--- config.mk ---
export PLATFORM = sky130hd
export DESIGN_NAME = issue_control
export DESIGN_NICKNAME = d
export VERILOG_FILES = /design/src/common/lc3b_pkg.sv /design/src/rtl/operand_resolve.sv /design/src/issue/issue_decode.sv /design/src/issue/issue_sequencer.sv /design/src/issue/issue_control.sv
export VERILOG_INCLUDE_DIRS = /design/src /design/src/common
export SDC_FILE = /design/constraint.sdc
export NUM_CORES = 1
export LEC_CHECK = 0
export ABC_AREA = 1
export BUFFER_PORTS_ARGS = -buffer_cell sky130_fd_sc_hd__buf_2
export CAP_MARGIN = 15
export CELL_PAD_IN_SITES_DETAIL_PLACEMENT = 1
export CELL_PAD_IN_SITES_GLOBAL_PLACEMENT = 1
export CORE_UTILIZATION = 23
export CTS_CLUSTER_DIAMETER = 60
export DETAILED_ROUTE_END_ITERATION = 6
export HOLD_SLACK_MARGIN = 0.12
export PLACE_DENSITY_LB_ADDON = 0.1
export RECOVER_POWER = 100
export SETUP_SLACK_MARGIN = 0.05
export SYNTH_ARGS = -nofsm -noshare
export SYNTH_HDL_FRONTEND = slang
export SYNTH_SLANG_ARGS = --single-unit
--- constraint.sdc ---
create_clock -name clk -period 2.77 [get_ports clk]
set_input_delay 0.554 -clock clk [delete_from_list [all_inputs] [get_ports clk]]
set_output_delay 0.554 -clock clk [all_outputs]
set_load 0.05 [all_outputs]
--- src/common/issue_consts.svh ---
`ifndef ISSUE_CONSTS_SVH
`define ISSUE_CONSTS_SVH

// Datapath and PC width
`define ISSUE_WORD_W 16

// Register file index width
`define ISSUE_REG_W 3

// ROB entry / tag width
`define ISSUE_ROB_W 3

// ALU reservation stations
`define ISSUE_ALU_RS 3

// Width of res_station_id
`define ISSUE_RS_ID_W 3

`endif

--- src/common/lc3b_pkg.sv ---
`default_nettype none

package lc3b_pkg;

	`include "issue_consts.svh"

	typedef logic [`ISSUE_WORD_W-1:0] lc3b_word;
	typedef logic [`ISSUE_REG_W-1:0] lc3b_reg;
	typedef logic [`ISSUE_ROB_W-1:0] lc3b_rob_addr;

	typedef enum logic [3:0] {
		op_br   = 4'b0000,
		op_add  = 4'b0001,
		op_ldb  = 4'b0010,
		op_stb  = 4'b0011,
		op_jsr  = 4'b0100,
		op_and  = 4'b0101,
		op_ldr  = 4'b0110,
		op_str  = 4'b0111,
		op_rti  = 4'b1000,
		op_not  = 4'b1001,
		op_ldi  = 4'b1010,
		op_sti  = 4'b1011,
		op_jmp  = 4'b1100,
		op_shf  = 4'b1101,
		op_lea  = 4'b1110,
		op_trap = 4'b1111
	} lc3b_opcode;

	// Register form, ALU ops and the base+offset6 memory ops
	typedef struct packed {
		lc3b_opcode op;
		lc3b_reg    dr;
		lc3b_reg    sr1;
		logic       imm_flag; // bit 5
		logic [4:0] imm5_sr2;
	} lc3b_instr_reg_t;

	// PC-relative form, BR and LEA
	typedef struct packed {
		lc3b_opcode op;
		lc3b_reg    dr;
		logic [8:0] off9;
	} lc3b_instr_off_t;

	typedef union packed {
		lc3b_instr_reg_t r;
		lc3b_instr_off_t o;
	} lc3b_instr_u;

endpackage

`default_nettype wire

--- src/rtl/operand_resolve.sv ---
`timescale 1ns/1ps
`default_nettype none

module operand_resolve
	import lc3b_pkg::*;
(
	// Register file view of the operand
	input  logic         reg_busy,
	input  lc3b_word     reg_data,
	input  lc3b_rob_addr reg_rob_entry,
	// Broadcast result this cycle
	input  logic         cdb_valid,
	input  lc3b_rob_addr cdb_tag,
	input  lc3b_word     cdb_data,
	// ROB read port for the producing entry
	input  logic         rob_valid,
	input  lc3b_word     rob_value,
	output logic         ready,
	output lc3b_word     value,
	output lc3b_rob_addr tag
);

	logic cdb_hit;

	assign cdb_hit = cdb_valid && (cdb_tag == reg_rob_entry);

	// Regfile first, then CDB, then ROB, else wait on the tag
	always_comb
	begin
		ready = 1'b1;
		value = '0;
		tag   = '0;
		if (!reg_busy)
			value = reg_data;
		else if (cdb_hit)
			value = cdb_data;     // Producer finishing right now
		else if (rob_valid)
			value = rob_value;    // Done but not yet committed
		else
		begin
			ready = 1'b0;
			tag   = reg_rob_entry;
		end
	end

endmodule

`default_nettype wire

--- src/issue/issue_decode.sv ---
`timescale 1ns/1ps
`default_nettype none
`include "issue_consts.svh"

module issue_decode
	import lc3b_pkg::*;
(
	input  lc3b_instr_u  instr,
	input  logic         instr_is_new,
	input  lc3b_word     curr_pc,
	input  logic         rob_full,
	input  lc3b_rob_addr rob_addr,
	input  logic [`ISSUE_ALU_RS-1:0] alu_rs_busy,
	input  logic         ldstr_full,
	input  logic         predict_bit,
	// Resolved operands
	input  logic         base_ready,
	input  lc3b_word     base_value,
	input  lc3b_rob_addr base_tag,
	input  logic         sr2_ready,
	input  lc3b_word     sr2_value,
	input  lc3b_rob_addr sr2_tag,
	input  logic         src_ready,
	input  lc3b_word     src_value,
	input  lc3b_rob_addr src_tag,
	input  lc3b_rob_addr sr2_rob_entry,
	input  lc3b_rob_addr dest_rob_entry,
	// Sequencer state
	input  logic         ldi_second,
	input  lc3b_rob_addr ldi_rob_e,
	input  logic         branch_shadow,
	input  logic         cdb_valid,
	input  lc3b_rob_addr cdb_tag,
	input  lc3b_word     cdb_data,
	// Fetch
	output logic         stall,
	output logic         pcmux_sel,
	output lc3b_word     br_pc,
	// Reservation stations
	output lc3b_opcode   res_op_in,
	output lc3b_word     res_vj,
	output lc3b_word     res_vk,
	output lc3b_rob_addr res_qj,
	output lc3b_rob_addr res_qk,
	output lc3b_rob_addr res_dest,
	output logic         issue_ld_busy_dest,
	output logic         issue_ld_vj,
	output logic         issue_ld_vk,
	output logic         issue_ld_qj,
	output logic         issue_ld_qk,
	output logic [`ISSUE_RS_ID_W-1:0] res_station_id,
	// Load/store buffer
	output logic         ldstr_write_enable,
	output lc3b_word     ldstr_offset,
	output lc3b_rob_addr ldstr_qsrc,
	output lc3b_rob_addr ldstr_qbase,
	output lc3b_rob_addr ldstr_dest,
	output logic         ldstr_vsrc_valid,
	output logic         ldstr_vbase_valid,
	output lc3b_word     ldstr_vsrc,
	output lc3b_word     ldstr_vbase,
	// ROB
	output logic         rob_write_enable,
	output lc3b_opcode   rob_opcode,
	output lc3b_reg      rob_dest,
	output lc3b_word     rob_value_in,
	output lc3b_rob_addr rob_sr2_read_addr,
	// Register file
	output lc3b_reg      reg_dest,
	output logic         ld_reg_busy_dest,
	output lc3b_rob_addr reg_rob_entry,
	// Sequencer
	output logic         ldi_first_issue,
	output logic         ldi_second_done,
	output logic         br_taken_issue
);

	lc3b_opcode opcode;
	lc3b_reg    dr;
	lc3b_word   sext5;
	lc3b_word   sext6;
	lc3b_word   adj6;
	lc3b_word   adj9;
	logic [5:0] off6;
	logic       is_alu;
	logic       is_mem;
	logic       is_store;
	logic       blocked;
	logic       go;
	logic       ldi_hit;

	assign opcode = instr.r.op;
	assign dr     = instr.r.dr;
	assign off6   = {instr.r.imm_flag, instr.r.imm5_sr2};

	assign sext5 = {{(`ISSUE_WORD_W-5){instr.r.imm5_sr2[4]}}, instr.r.imm5_sr2};
	assign sext6 = {{(`ISSUE_WORD_W-6){off6[5]}}, off6};
	assign adj6  = {{(`ISSUE_WORD_W-7){off6[5]}}, off6, 1'b0};
	assign adj9  = {{(`ISSUE_WORD_W-10){instr.o.off9[8]}}, instr.o.off9, 1'b0};

	assign is_alu   = (opcode == op_add) || (opcode == op_and) ||
	                  (opcode == op_not) || (opcode == op_shf);
	assign is_store = (opcode == op_str) || (opcode == op_stb);
	assign is_mem   = is_store || (opcode == op_ldr) || (opcode == op_ldb) ||
	                  (opcode == op_ldi);

	assign blocked = rob_full || (is_alu && (&alu_rs_busy)) || (is_mem && ldstr_full);
	assign go      = instr_is_new && !branch_shadow && !blocked;

	// First LDI step holds fetch so the same word comes back
	assign stall = instr_is_new && !branch_shadow &&
	               (blocked || ((opcode == op_ldi) && !ldi_second));

	assign ldi_first_issue = go && (opcode == op_ldi) && !ldi_second;
	assign ldi_second_done = go && (opcode == op_ldi) && ldi_second;
	assign br_taken_issue  = go && (opcode == op_br) && predict_bit;
	assign pcmux_sel       = br_taken_issue;

	assign br_pc             = curr_pc + adj9;
	assign rob_opcode        = opcode;
	assign res_dest          = rob_addr;
	assign rob_sr2_read_addr = is_store ? dest_rob_entry : sr2_rob_entry;
	assign ldi_hit           = cdb_valid && (cdb_tag == ldi_rob_e);

	// Lowest free station wins
	always_comb
	begin
		res_station_id = '0;
		for (int i = `ISSUE_ALU_RS - 1; i >= 0; i--)
			if (!alu_rs_busy[i])
				res_station_id = `ISSUE_RS_ID_W'(i);
	end

	always_comb
	begin
		res_op_in          = op_br;
		res_vj             = '0;
		res_vk             = '0;
		res_qj             = '0;
		res_qk             = '0;
		issue_ld_busy_dest = 1'b0;
		issue_ld_vj        = 1'b0;
		issue_ld_vk        = 1'b0;
		issue_ld_qj        = 1'b0;
		issue_ld_qk        = 1'b0;
		ldstr_write_enable = 1'b0;
		ldstr_offset       = '0;
		ldstr_qsrc         = '0;
		ldstr_qbase        = '0;
		ldstr_dest         = rob_addr;
		ldstr_vsrc_valid   = 1'b0;
		ldstr_vbase_valid  = 1'b0;
		ldstr_vsrc         = '0;
		ldstr_vbase        = '0;
		rob_write_enable   = 1'b0;
		rob_dest           = '0;
		rob_value_in       = '0;
		reg_dest           = '0;
		ld_reg_busy_dest   = 1'b0;
		reg_rob_entry      = '0;

		if (go)
		begin
			case (opcode)
				op_add, op_and, op_not, op_shf:
				begin
					res_op_in          = opcode;
					issue_ld_busy_dest = 1'b1;
					res_vj      = base_value;
					res_qj      = base_tag;
					issue_ld_vj = base_ready;
					issue_ld_qj = !base_ready;
					if (instr.r.imm_flag || (opcode == op_shf))
					begin
						res_vk      = sext5;   // Immediate or shift amount
						issue_ld_vk = 1'b1;
					end
					else
					begin
						res_vk      = sr2_value;
						res_qk      = sr2_tag;
						issue_ld_vk = sr2_ready;
						issue_ld_qk = !sr2_ready;
					end
					rob_write_enable = 1'b1;
					rob_dest         = dr;
					reg_dest         = dr;
					ld_reg_busy_dest = 1'b1;
					reg_rob_entry    = rob_addr;
				end

				op_ldr, op_ldb, op_str, op_stb:
				begin
					ldstr_write_enable = 1'b1;
					res_op_in          = opcode;
					ldstr_offset       = ((opcode == op_ldb) || (opcode == op_stb)) ? sext6 : adj6;
					ldstr_vbase        = base_value;
					ldstr_qbase        = base_tag;
					ldstr_vbase_valid  = base_ready;
					rob_write_enable   = 1'b1;
					reg_dest           = dr;
					if (is_store)
					begin
						ldstr_dest       = '0;    // Stores produce no register result
						ldstr_vsrc       = src_value;
						ldstr_qsrc       = src_tag;
						ldstr_vsrc_valid = src_ready;
					end
					else
					begin
						rob_dest         = dr;
						ld_reg_busy_dest = 1'b1;
						reg_rob_entry    = rob_addr;
					end
				end

				op_br:
				begin
					rob_write_enable = 1'b1;
					rob_dest         = dr;
					// Keep the fall-through PC for recovery if predicted taken
					rob_value_in     = predict_bit ? curr_pc : br_pc;
				end

				op_lea:
				begin
					rob_write_enable = 1'b1;
					rob_value_in     = br_pc;  // Same PC-relative sum as BR
					rob_dest         = dr;
					reg_dest         = dr;
					ld_reg_busy_dest = 1'b1;
					reg_rob_entry    = rob_addr;
				end

				op_ldi:
				begin
					ldstr_write_enable = 1'b1;
					res_op_in          = op_ldr;
					rob_write_enable   = 1'b1;
					rob_dest           = dr;
					if (!ldi_second)
					begin
						// Pointer fetch
						ldstr_vbase       = base_value;
						ldstr_qbase       = base_tag;
						ldstr_vbase_valid = base_ready;
					end
					else
					begin
						ldstr_offset = adj6;
						if (ldi_hit)
						begin
							ldstr_vbase       = cdb_data;
							ldstr_vbase_valid = 1'b1;
						end
						else
							ldstr_qbase = ldi_rob_e;  // Wait on the pointer load
						reg_dest         = dr;
						ld_reg_busy_dest = 1'b1;
						reg_rob_entry    = rob_addr;
					end
				end

				default:;  // Not handled at this stage
			endcase
		end
	end

endmodule

`default_nettype wire

--- src/issue/issue_sequencer.sv ---
`timescale 1ns/1ps
`default_nettype none

module issue_sequencer
	import lc3b_pkg::*;
(
	input  logic         clk,
	input  logic         arst_n,
	input  logic         ldi_first_issue,
	input  logic         ldi_second_done,
	input  logic         br_taken_issue,
	input  lc3b_rob_addr rob_addr,
	output logic         ldi_second,
	output lc3b_rob_addr ldi_rob_e,
	output logic         branch_shadow
);

	// LDI phase and the ROB entry of the pointer load
	always_ff @(posedge clk or negedge arst_n)
	begin
		if (!arst_n)
		begin
			ldi_second <= 1'b0;
			ldi_rob_e  <= '0;
		end
		else if (ldi_first_issue)
		begin
			ldi_second <= 1'b1;
			ldi_rob_e  <= rob_addr;  // Entry just written by the first step
		end
		else if (ldi_second_done)
		begin
			ldi_second <= 1'b0;
			ldi_rob_e  <= '0;
		end
	end

	// One cycle to drop the wrong-path word after a taken redirect
	always_ff @(posedge clk or negedge arst_n)
	begin
		if (!arst_n)
			branch_shadow <= 1'b0;
		else
			branch_shadow <= br_taken_issue;
	end

endmodule

`default_nettype wire

--- src/issue/issue_control.sv ---
`timescale 1ns/1ps
`default_nettype none
`include "issue_consts.svh"

module issue_control
	import lc3b_pkg::*;
(
	input  logic         clk,
	input  logic         arst_n,
	// Fetch
	input  lc3b_word     instr,
	input  lc3b_word     curr_pc,
	input  logic         instr_is_new,
	// Register file
	input  logic         sr1_busy,
	input  lc3b_word     sr1_data,
	input  lc3b_rob_addr sr1_rob_entry,
	input  logic         sr2_busy,
	input  lc3b_word     sr2_data,
	input  lc3b_rob_addr sr2_rob_entry,
	input  logic         dest_busy,
	input  lc3b_word     dest_data,
	input  lc3b_rob_addr dest_rob_entry,
	// CDB
	input  logic         cdb_valid,
	input  lc3b_rob_addr cdb_tag,
	input  lc3b_word     cdb_data,
	// ROB
	input  logic         rob_full,
	input  lc3b_rob_addr rob_addr,
	input  lc3b_word     rob_sr1_value,
	input  logic         rob_sr1_valid,
	input  lc3b_word     rob_sr2_value,
	input  logic         rob_sr2_valid,
	// Stations, buffer and predictor
	input  logic [`ISSUE_ALU_RS-1:0] alu_rs_busy,
	input  logic         ldstr_full,
	input  logic         predict_bit,
	output logic         stall,
	output logic         pcmux_sel,
	output lc3b_word     br_pc,
	output lc3b_opcode   res_op_in,
	output lc3b_word     res_vj,
	output lc3b_word     res_vk,
	output lc3b_rob_addr res_qj,
	output lc3b_rob_addr res_qk,
	output lc3b_rob_addr res_dest,
	output logic         issue_ld_busy_dest,
	output logic         issue_ld_vj,
	output logic         issue_ld_vk,
	output logic         issue_ld_qj,
	output logic         issue_ld_qk,
	output logic [`ISSUE_RS_ID_W-1:0] res_station_id,
	output logic         ldstr_write_enable,
	output lc3b_word     ldstr_offset,
	output lc3b_rob_addr ldstr_qsrc,
	output lc3b_rob_addr ldstr_qbase,
	output lc3b_rob_addr ldstr_dest,
	output logic         ldstr_vsrc_valid,
	output logic         ldstr_vbase_valid,
	output lc3b_word     ldstr_vsrc,
	output lc3b_word     ldstr_vbase,
	output logic         rob_write_enable,
	output lc3b_opcode   rob_opcode,
	output lc3b_reg      rob_dest,
	output lc3b_word     rob_value_in,
	output lc3b_rob_addr rob_sr2_read_addr,
	output lc3b_reg      reg_dest,
	output logic         ld_reg_busy_dest,
	output lc3b_rob_addr reg_rob_entry
);

	logic         base_ready, sr2_ready, src_ready;
	lc3b_word     base_value, sr2_value, src_value;
	lc3b_rob_addr base_tag, sr2_tag, src_tag;
	logic         ldi_second, branch_shadow;
	lc3b_rob_addr ldi_rob_e;
	logic         ldi_first_issue, ldi_second_done, br_taken_issue;

	// Base / sr1 operand on ROB port 1
	operand_resolve u_base_op (
		.reg_busy(sr1_busy), .reg_data(sr1_data), .reg_rob_entry(sr1_rob_entry),
		.cdb_valid(cdb_valid), .cdb_tag(cdb_tag), .cdb_data(cdb_data),
		.rob_valid(rob_sr1_valid), .rob_value(rob_sr1_value),
		.ready(base_ready), .value(base_value), .tag(base_tag)
	);

	operand_resolve u_sr2_op (
		.reg_busy(sr2_busy), .reg_data(sr2_data), .reg_rob_entry(sr2_rob_entry),
		.cdb_valid(cdb_valid), .cdb_tag(cdb_tag), .cdb_data(cdb_data),
		.rob_valid(rob_sr2_valid), .rob_value(rob_sr2_value),
		.ready(sr2_ready), .value(sr2_value), .tag(sr2_tag)
	);

	// Store source shares ROB port 2, readdressed for stores
	operand_resolve u_src_op (
		.reg_busy(dest_busy), .reg_data(dest_data), .reg_rob_entry(dest_rob_entry),
		.cdb_valid(cdb_valid), .cdb_tag(cdb_tag), .cdb_data(cdb_data),
		.rob_valid(rob_sr2_valid), .rob_value(rob_sr2_value),
		.ready(src_ready), .value(src_value), .tag(src_tag)
	);

	issue_decode u_decode (
		.instr(instr), .instr_is_new(instr_is_new), .curr_pc(curr_pc),
		.rob_full(rob_full), .rob_addr(rob_addr), .alu_rs_busy(alu_rs_busy),
		.ldstr_full(ldstr_full), .predict_bit(predict_bit),
		.base_ready(base_ready), .base_value(base_value), .base_tag(base_tag),
		.sr2_ready(sr2_ready), .sr2_value(sr2_value), .sr2_tag(sr2_tag),
		.src_ready(src_ready), .src_value(src_value), .src_tag(src_tag),
		.sr2_rob_entry(sr2_rob_entry), .dest_rob_entry(dest_rob_entry),
		.ldi_second(ldi_second), .ldi_rob_e(ldi_rob_e), .branch_shadow(branch_shadow),
		.cdb_valid(cdb_valid), .cdb_tag(cdb_tag), .cdb_data(cdb_data),
		.stall(stall), .pcmux_sel(pcmux_sel), .br_pc(br_pc),
		.res_op_in(res_op_in), .res_vj(res_vj), .res_vk(res_vk),
		.res_qj(res_qj), .res_qk(res_qk), .res_dest(res_dest),
		.issue_ld_busy_dest(issue_ld_busy_dest), .issue_ld_vj(issue_ld_vj),
		.issue_ld_vk(issue_ld_vk), .issue_ld_qj(issue_ld_qj), .issue_ld_qk(issue_ld_qk),
		.res_station_id(res_station_id),
		.ldstr_write_enable(ldstr_write_enable), .ldstr_offset(ldstr_offset),
		.ldstr_qsrc(ldstr_qsrc), .ldstr_qbase(ldstr_qbase), .ldstr_dest(ldstr_dest),
		.ldstr_vsrc_valid(ldstr_vsrc_valid), .ldstr_vbase_valid(ldstr_vbase_valid),
		.ldstr_vsrc(ldstr_vsrc), .ldstr_vbase(ldstr_vbase),
		.rob_write_enable(rob_write_enable), .rob_opcode(rob_opcode),
		.rob_dest(rob_dest), .rob_value_in(rob_value_in),
		.rob_sr2_read_addr(rob_sr2_read_addr),
		.reg_dest(reg_dest), .ld_reg_busy_dest(ld_reg_busy_dest),
		.reg_rob_entry(reg_rob_entry),
		.ldi_first_issue(ldi_first_issue), .ldi_second_done(ldi_second_done),
		.br_taken_issue(br_taken_issue)
	);

	issue_sequencer u_seq (
		.clk(clk), .arst_n(arst_n),
		.ldi_first_issue(ldi_first_issue), .ldi_second_done(ldi_second_done),
		.br_taken_issue(br_taken_issue), .rob_addr(rob_addr),
		.ldi_second(ldi_second), .ldi_rob_e(ldi_rob_e), .branch_shadow(branch_shadow)
	);

endmodule

`default_nettype wire

**Yosys cells after proc, flatten, opt, wreduce, memory -nomap -nowiden**

Index checks and enable logic that the tools add are counted.

- Bits in registers: 5
- Output and inout bits: 165
- Word-level logic and storage cells: 166

- Add/sub/neg operators: 1
- Equal/unequal tests: 14
- Multiplexer cells: 105
- Reductions and logical operators: 43

Operators by type and width:

| kind | count |
|---|---|
| $mux W16 | 23 |
| $mux W3 | 32 |
| $pmux W16 S2 | 3 |
| $mux W1 | 35 |
| $pmux W3 S2 | 3 |
| $add A16 B16 Y16 | 1 |
| $eq A4 B4 Y1 const B | 4 |
| $logic_and A1 B1 Y1 | 15 |
| $eq A3 B3 Y1 | 4 |
| $eq A4 B3 Y1 const B | 3 |
| $logic_or A1 B1 Y1 | 12 |
| $reduce_or A11 Y1 | 1 |
| $reduce_or A5 Y1 | 2 |
| $pmux W3 S3 | 1 |
| $reduce_or A9 Y1 | 1 |
| $eq A4 B2 Y1 const B | 2 |
| $pmux W4 S2 | 1 |
| $reduce_or A4 Y1 | 2 |
| $reduce_or A8 Y1 | 1 |
| $reduce_or A7 Y1 | 1 |
| $mux W2 | 3 |
| $mux W6 | 1 |
| $logic_not A1 Y1 | 5 |
| $eq A4 B1 Y1 const B | 1 |
| 6 further kinds | 6 |

**Logic depth before layout (Yosys ltp)**

- Word-level depth: 13
- Gate-level depth with buffers: 11
- Mapped depth without buffers: 11

**Cells and area by module**

Synthesis repeated with hierarchy kept, for this count alone.

- Cells, all modules: 1027
- Area, all modules: 5056.1 sq um

Modules (own cells, without submodules):

| module | instances | cells each | area an instance (sq um) | seq. area each (sq um) |
|---|---|---|---|---|
| issue_decode | 1 | 580 | 2852.7 | 0.0 |
| operand_resolve | 3 | 143 | 675.6 | 0.0 |
| issue_sequencer | 1 | 18 | 176.4 | 125.1 |

**Least setup slack after synthesis**

Ideal clock, no wire load.

- Path type: input to output
- Start: input port instr[15]
- End: output port ldstr_offset[10]
- Data arrival time: 3434 ps
- Data required time: 2216 ps
- Slack: -1218 ps
- Cell stages on the path: 10
- Path through: inv_2 nor2_4 nand2_4 nand2_4 nand2_4 nand3_4 buf_6 buf_6 a211oi_1 buf_4

- Cells in the longest elaborated chain, start to end: 10
- Elaborated cells on any way between the ends: 25
- Classes of those cells: 9 x eq/ne; 2 x mux; 14 x reduce/logical

RTL lines:

| item | line | RTL |
|---|---|---|
| from (decl) | issue_control.sv:11 | `input lc3b_word instr,` |
| $eq A4 B1 Y1 (tied with other cells) | issue_decode.sv:101 | `assign is_alu = (opcode == op_add) \|\| (opcode == op_and) \|\|` |
| $logic_or A1 B1 Y1, on equally long branches | issue_decode.sv:101, issue_decode.sv:103 |  |
| $logic_or A1 B1 Y1, on equally long branches | issue_decode.sv:101, issue_decode.sv:104 |  |
| $logic_or A1 B1 Y1, on equally long branches | issue_decode.sv:102, issue_decode.sv:104 |  |
| $logic_and A1 B1 Y1 or $logic_or A1 B1 Y1 (tied branches) | issue_decode.sv:107, issue_decode.sv:104 |  |
| $logic_or A1 B1 Y1 or $logic_and A1 B1 Y1 (tied branches) | issue_decode.sv:107 | `assign blocked = rob_full \|\| (is_alu && (&alu_rs_busy)) \|\| (is_mem && ldstr_full);` |
| $logic_or A1 B1 Y1 | issue_decode.sv:107 |  |
| $logic_not A1 Y1 | issue_decode.sv:108 | `assign go = instr_is_new && !branch_shadow && !blocked;` |
| $logic_and A1 B1 Y1 | issue_decode.sv:108 |  |
| $mux W16 * | issue_decode.sv:162 | `if (go)` |
| to (decl) | issue_control.sv:55 | `output lc3b_word ldstr_offset,` |

Mark *: on every way between the ends. The rest lies on a longest branch, timed or not.

**Worst setup path in the final report**

- Start: input port instr[13]
- End: output port res_vj[1]

- Cells in the longest elaborated chain, start to end: 10
- Elaborated cells on any way between the ends: 25
- Classes of those cells: 9 x eq/ne; 2 x mux; 14 x reduce/logical

RTL lines:

| item | line | RTL |
|---|---|---|
| $eq A4 B1 Y1 (tied with other cells) | issue_decode.sv:101, issue_decode.sv:164 |  |
| $logic_or A1 B1 Y1, on equally long branches | issue_decode.sv:101, issue_decode.sv:103 |  |
| $logic_or A1 B1 Y1, on equally long branches | issue_decode.sv:101, issue_decode.sv:104 |  |
| $logic_or A1 B1 Y1, on equally long branches | issue_decode.sv:102, issue_decode.sv:104 |  |
| $logic_and A1 B1 Y1 or $logic_or A1 B1 Y1 (tied branches) | issue_decode.sv:107, issue_decode.sv:104 |  |
| $logic_or A1 B1 Y1 or $logic_and A1 B1 Y1 (tied branches) | issue_decode.sv:107 |  |
| $logic_or A1 B1 Y1 | issue_decode.sv:107 |  |
| $logic_not A1 Y1 | issue_decode.sv:108 |  |
| $logic_and A1 B1 Y1 | issue_decode.sv:108 |  |
| $mux W16 * | issue_decode.sv:162 |  |
| to (decl) | issue_control.sv:43 | `output lc3b_word res_vj,` |

Marked as above.

==> flow_summary.ini <==
[die]
row_count = 50
core_area_um2 = 18800
die-height_um = 140
ioPinCount = 323
die_w_um = 140
dieArea_um2 = 19700
start_util_pct = 23.5

[logic_synthesis]
ys.flop_type = dfrtp_1
synth_edf_count = 0
syn_area_um2 = 4400
synthArstFlopShare_pct = 100
ys_seq_area_share_pct = 2.84
synth_fa_ha_area_share_pct = 4.43
synth_common_cells = 315 x nand2_1, 105 x inv_1, 105 x nor2_1
syn_area_per_cell_um2 = 4.99
yosysMostFrequentCell = nand2_1
ys_ff_latch = 5
yosysWarnings = 0
synthDistinctLibCells = 38
yosys.area.top_type = nand2_1
yosys-top-cells-area = nand2_1 27%, inv_1 8.9%, nor2_1 8.9%
synth.area.mux_share_pct = 0
synth_top_family_by_area = simple AND/OR/NAND/NOR gates
synth.top_cell.area_share_pct = 26.8
synth.net_count = 1055
yosys.area_share.simple_pct = 54.5
synth_compound_area_share_pct = 17.6
synth_xor_area_share_pct = 2.39
netlist_instances = 882

[setup_path]
crit_type = in2out
cp_max_fo = 14
reg2reg_depth = 6
cpLargestDelayFamily = buffers and inverters
slowest_delay_ns = 0.32
r2r_start = u_seq.branch_shadow
rrSetupSlack_ns = 1.08
slowest_stage = clkbuf_2
start_kind = input port
crit_path_end_kind = output pin
r2r_end = u_seq.branch_shadow
cp_cell_sequence = clkbuf_4 > inv_12 > nand2_8 > nor2_4 > a21oi_4 > nand4_1 > buf_4 > buf_12 > a31oi_1 > clkbuf_2
cp.arrival_ns = 2.13
critPathBufInv = 5
worstPathRequired_ns = 2.22

[final_layout]
area_growth_syn_to_layout_pct = 66.4
num-nets-final = 1399
final_cells = 1462
drive_above_1_share_pct = 40.8

[cts]
clockBufferDepth = 2
numCtsBuffers = 3
cts_tree = done
clkTransAtPathRegs_ns = 0.04
cts-root-buf = clkbuf_16
clk_latency_ns = 0.23
clkSinkCount = 5
h-tree-depth = 1

[power_and_ir_drop]
p_leak_uw = 0.00422
p_per_area_nw_per_um2 = 234
finalPower_uw = 1710
ir_worst_vdd_uv = 229

[placement]
gp_congestion = 0.846
hpwl_um = 19300
placed_cells = 1443
portBuffers = 321

[global_route]
overflow = 0
grt_pass1_vias = 6623
met2_usage_pct = 41.7
grt_max_degree = 29
gr-usage-met1_pct = 25.7
track_usage_pct = 21.7
grtUsageMet3_pct = 3.38
grt_antenna_before_repair = 4
top_usage_layer = met2
grt_pass1_wl_um = 34500

[detailed_routing]
avgViaCountPerCell = 4.62
wire_per_inst_um = 15.9
drtIter0Drc = 187
drc = 0
vias = 6748
drt-total-wl_um = 23300
ant_nets = 0
drt_pass1_iterations = 4

[timing]
fin_skew_ns = 0.00610
tightest_slew_ns = 0.615
rsz0062_at_grt = false
min_period_ns = 2.68
slew_viol_final = 0
setup-violations-final = 0
relSlewSlack_pct = 59.2
fmax_mhz = 373
hold_viol = 0
finalCritPeriodShare_pct = 96.9

[min_path]
hold_path_class = in2async

[outcome]
status = finished, final reports clean

[flow_run]
drv_cap = 0
[worst max-delay path by stage]
stage,slack (ns),cells after the start,startpoint,endpoint
floorplan,-0.29,9,instr[0],rob_value_in[7]
global placement,-0.20,13,instr[0],rob_value_in[15]
detailed placement,-0.21,13,instr[0],rob_value_in[15]
CTS,0.05,11,instr[13],rob_value_in[7]
global route,0.02,12,instr[13],res_vk[9]
finish,0.09,10,instr[13],res_vj[1]
[report_power, final]
part	internal (uW)	switching [uW]	total [uW]	leakage (uW)
Sequential	90.0	19.4	109	0.0000617
Clock	189	54.0	243	0.0000409
Combinational	455	906	1360	0.00412
[through the flow]
step | area (um2) | hold slack, ns | setup WS [ns] | TNS [ns] | utilization, %
after floorplan | 4720 | 0.258 | -0.287 | -2.12 | -
after global placement | 6830 | 0.378 | -0.202 | -1.34 | 36.4
after detailed placement | 6830 | 0.386 | -0.213 | -1.81 | 36.4
after CTS | 7070 | 0.149 | 0.0477 | 0 | 37.7
after global routing | 7320 | 0.223 | 0.0159 | 0 | 39.0
final | 7330 | 0.204 | 0.0864 | 0 | 39.1
[state kept, by name (all words and copies together) (netlist names)]
signal               cells
u_seq.ldi_second         1
u_seq.ldi_rob_e          3
u_seq.branch_shadow      1
[logic make-up (layout without fill, tap and decap cells)]
group / count (synthesis) / count (layout)
flops: 5 / 5
simple gates: 545 / 548
compound gates: 134 / 134
fa+ha+maj: 15 / 15
xor+xnor: 12 / 12
buf+inv: 170 / 510
other cells: 1 / 4
[cell usage in the layout (no fill, tap or decap), types with 3 or more instances in the layout]
cell type and instances:
xor2_1 7, o21ai_0 46, and2_1 4, buf_4 81, inv_2 4, nand3b_1 20, clkbuf_1 17, nor2_4 9
buf_6 7, clkbuf_4 25, dfrtp_1 5, nand2_1 299, nand4_1 3, nor2_8 3, nand2_2 16, nand2_4 5
ha_4 6, nand3_2 6, clkbuf_16 4, a31oi_1 6, a211oi_2 3, nor3_2 15, xor2_4 3, nor2_1 99
a21oi_1 47, a31oi_2 10, diode_2 3, a21oi_2 14, buf_2 164, o21ai_1 5, nor2_2 7, inv_1 103
ha_1 6, clkbuf_2 91, nand3_1 56, buf_12 10
[area by class of cell]
type,instances,area [um2]
sequential,5,125
clock buffer,3,75.1
tap,234,293
antenna,3,7.51
multi-input combinational,710,3950
inverter,110,435
timing repair buffer,396,2440
clock inverter,1,5.00
fill,2648,11400
[repair_timing]
action | in CTS | in global routing
buffers inserted | 2 | 6
cloned | 0 | 4
setup endpoints to repair | 41 | 85
pin swaps | 3 | 13
resized for setup | 51 | 70
hold buffers | 0 | 0
[per-layer routing]
metal  routed length [um]  vias to the layer above
met2                11900                      198
met5                   13                        -
met1                 9820                     3076
li1                     -                     3458
met3                 1360                       14
met4                  197                        2
(Power assumes the default switching activity.)
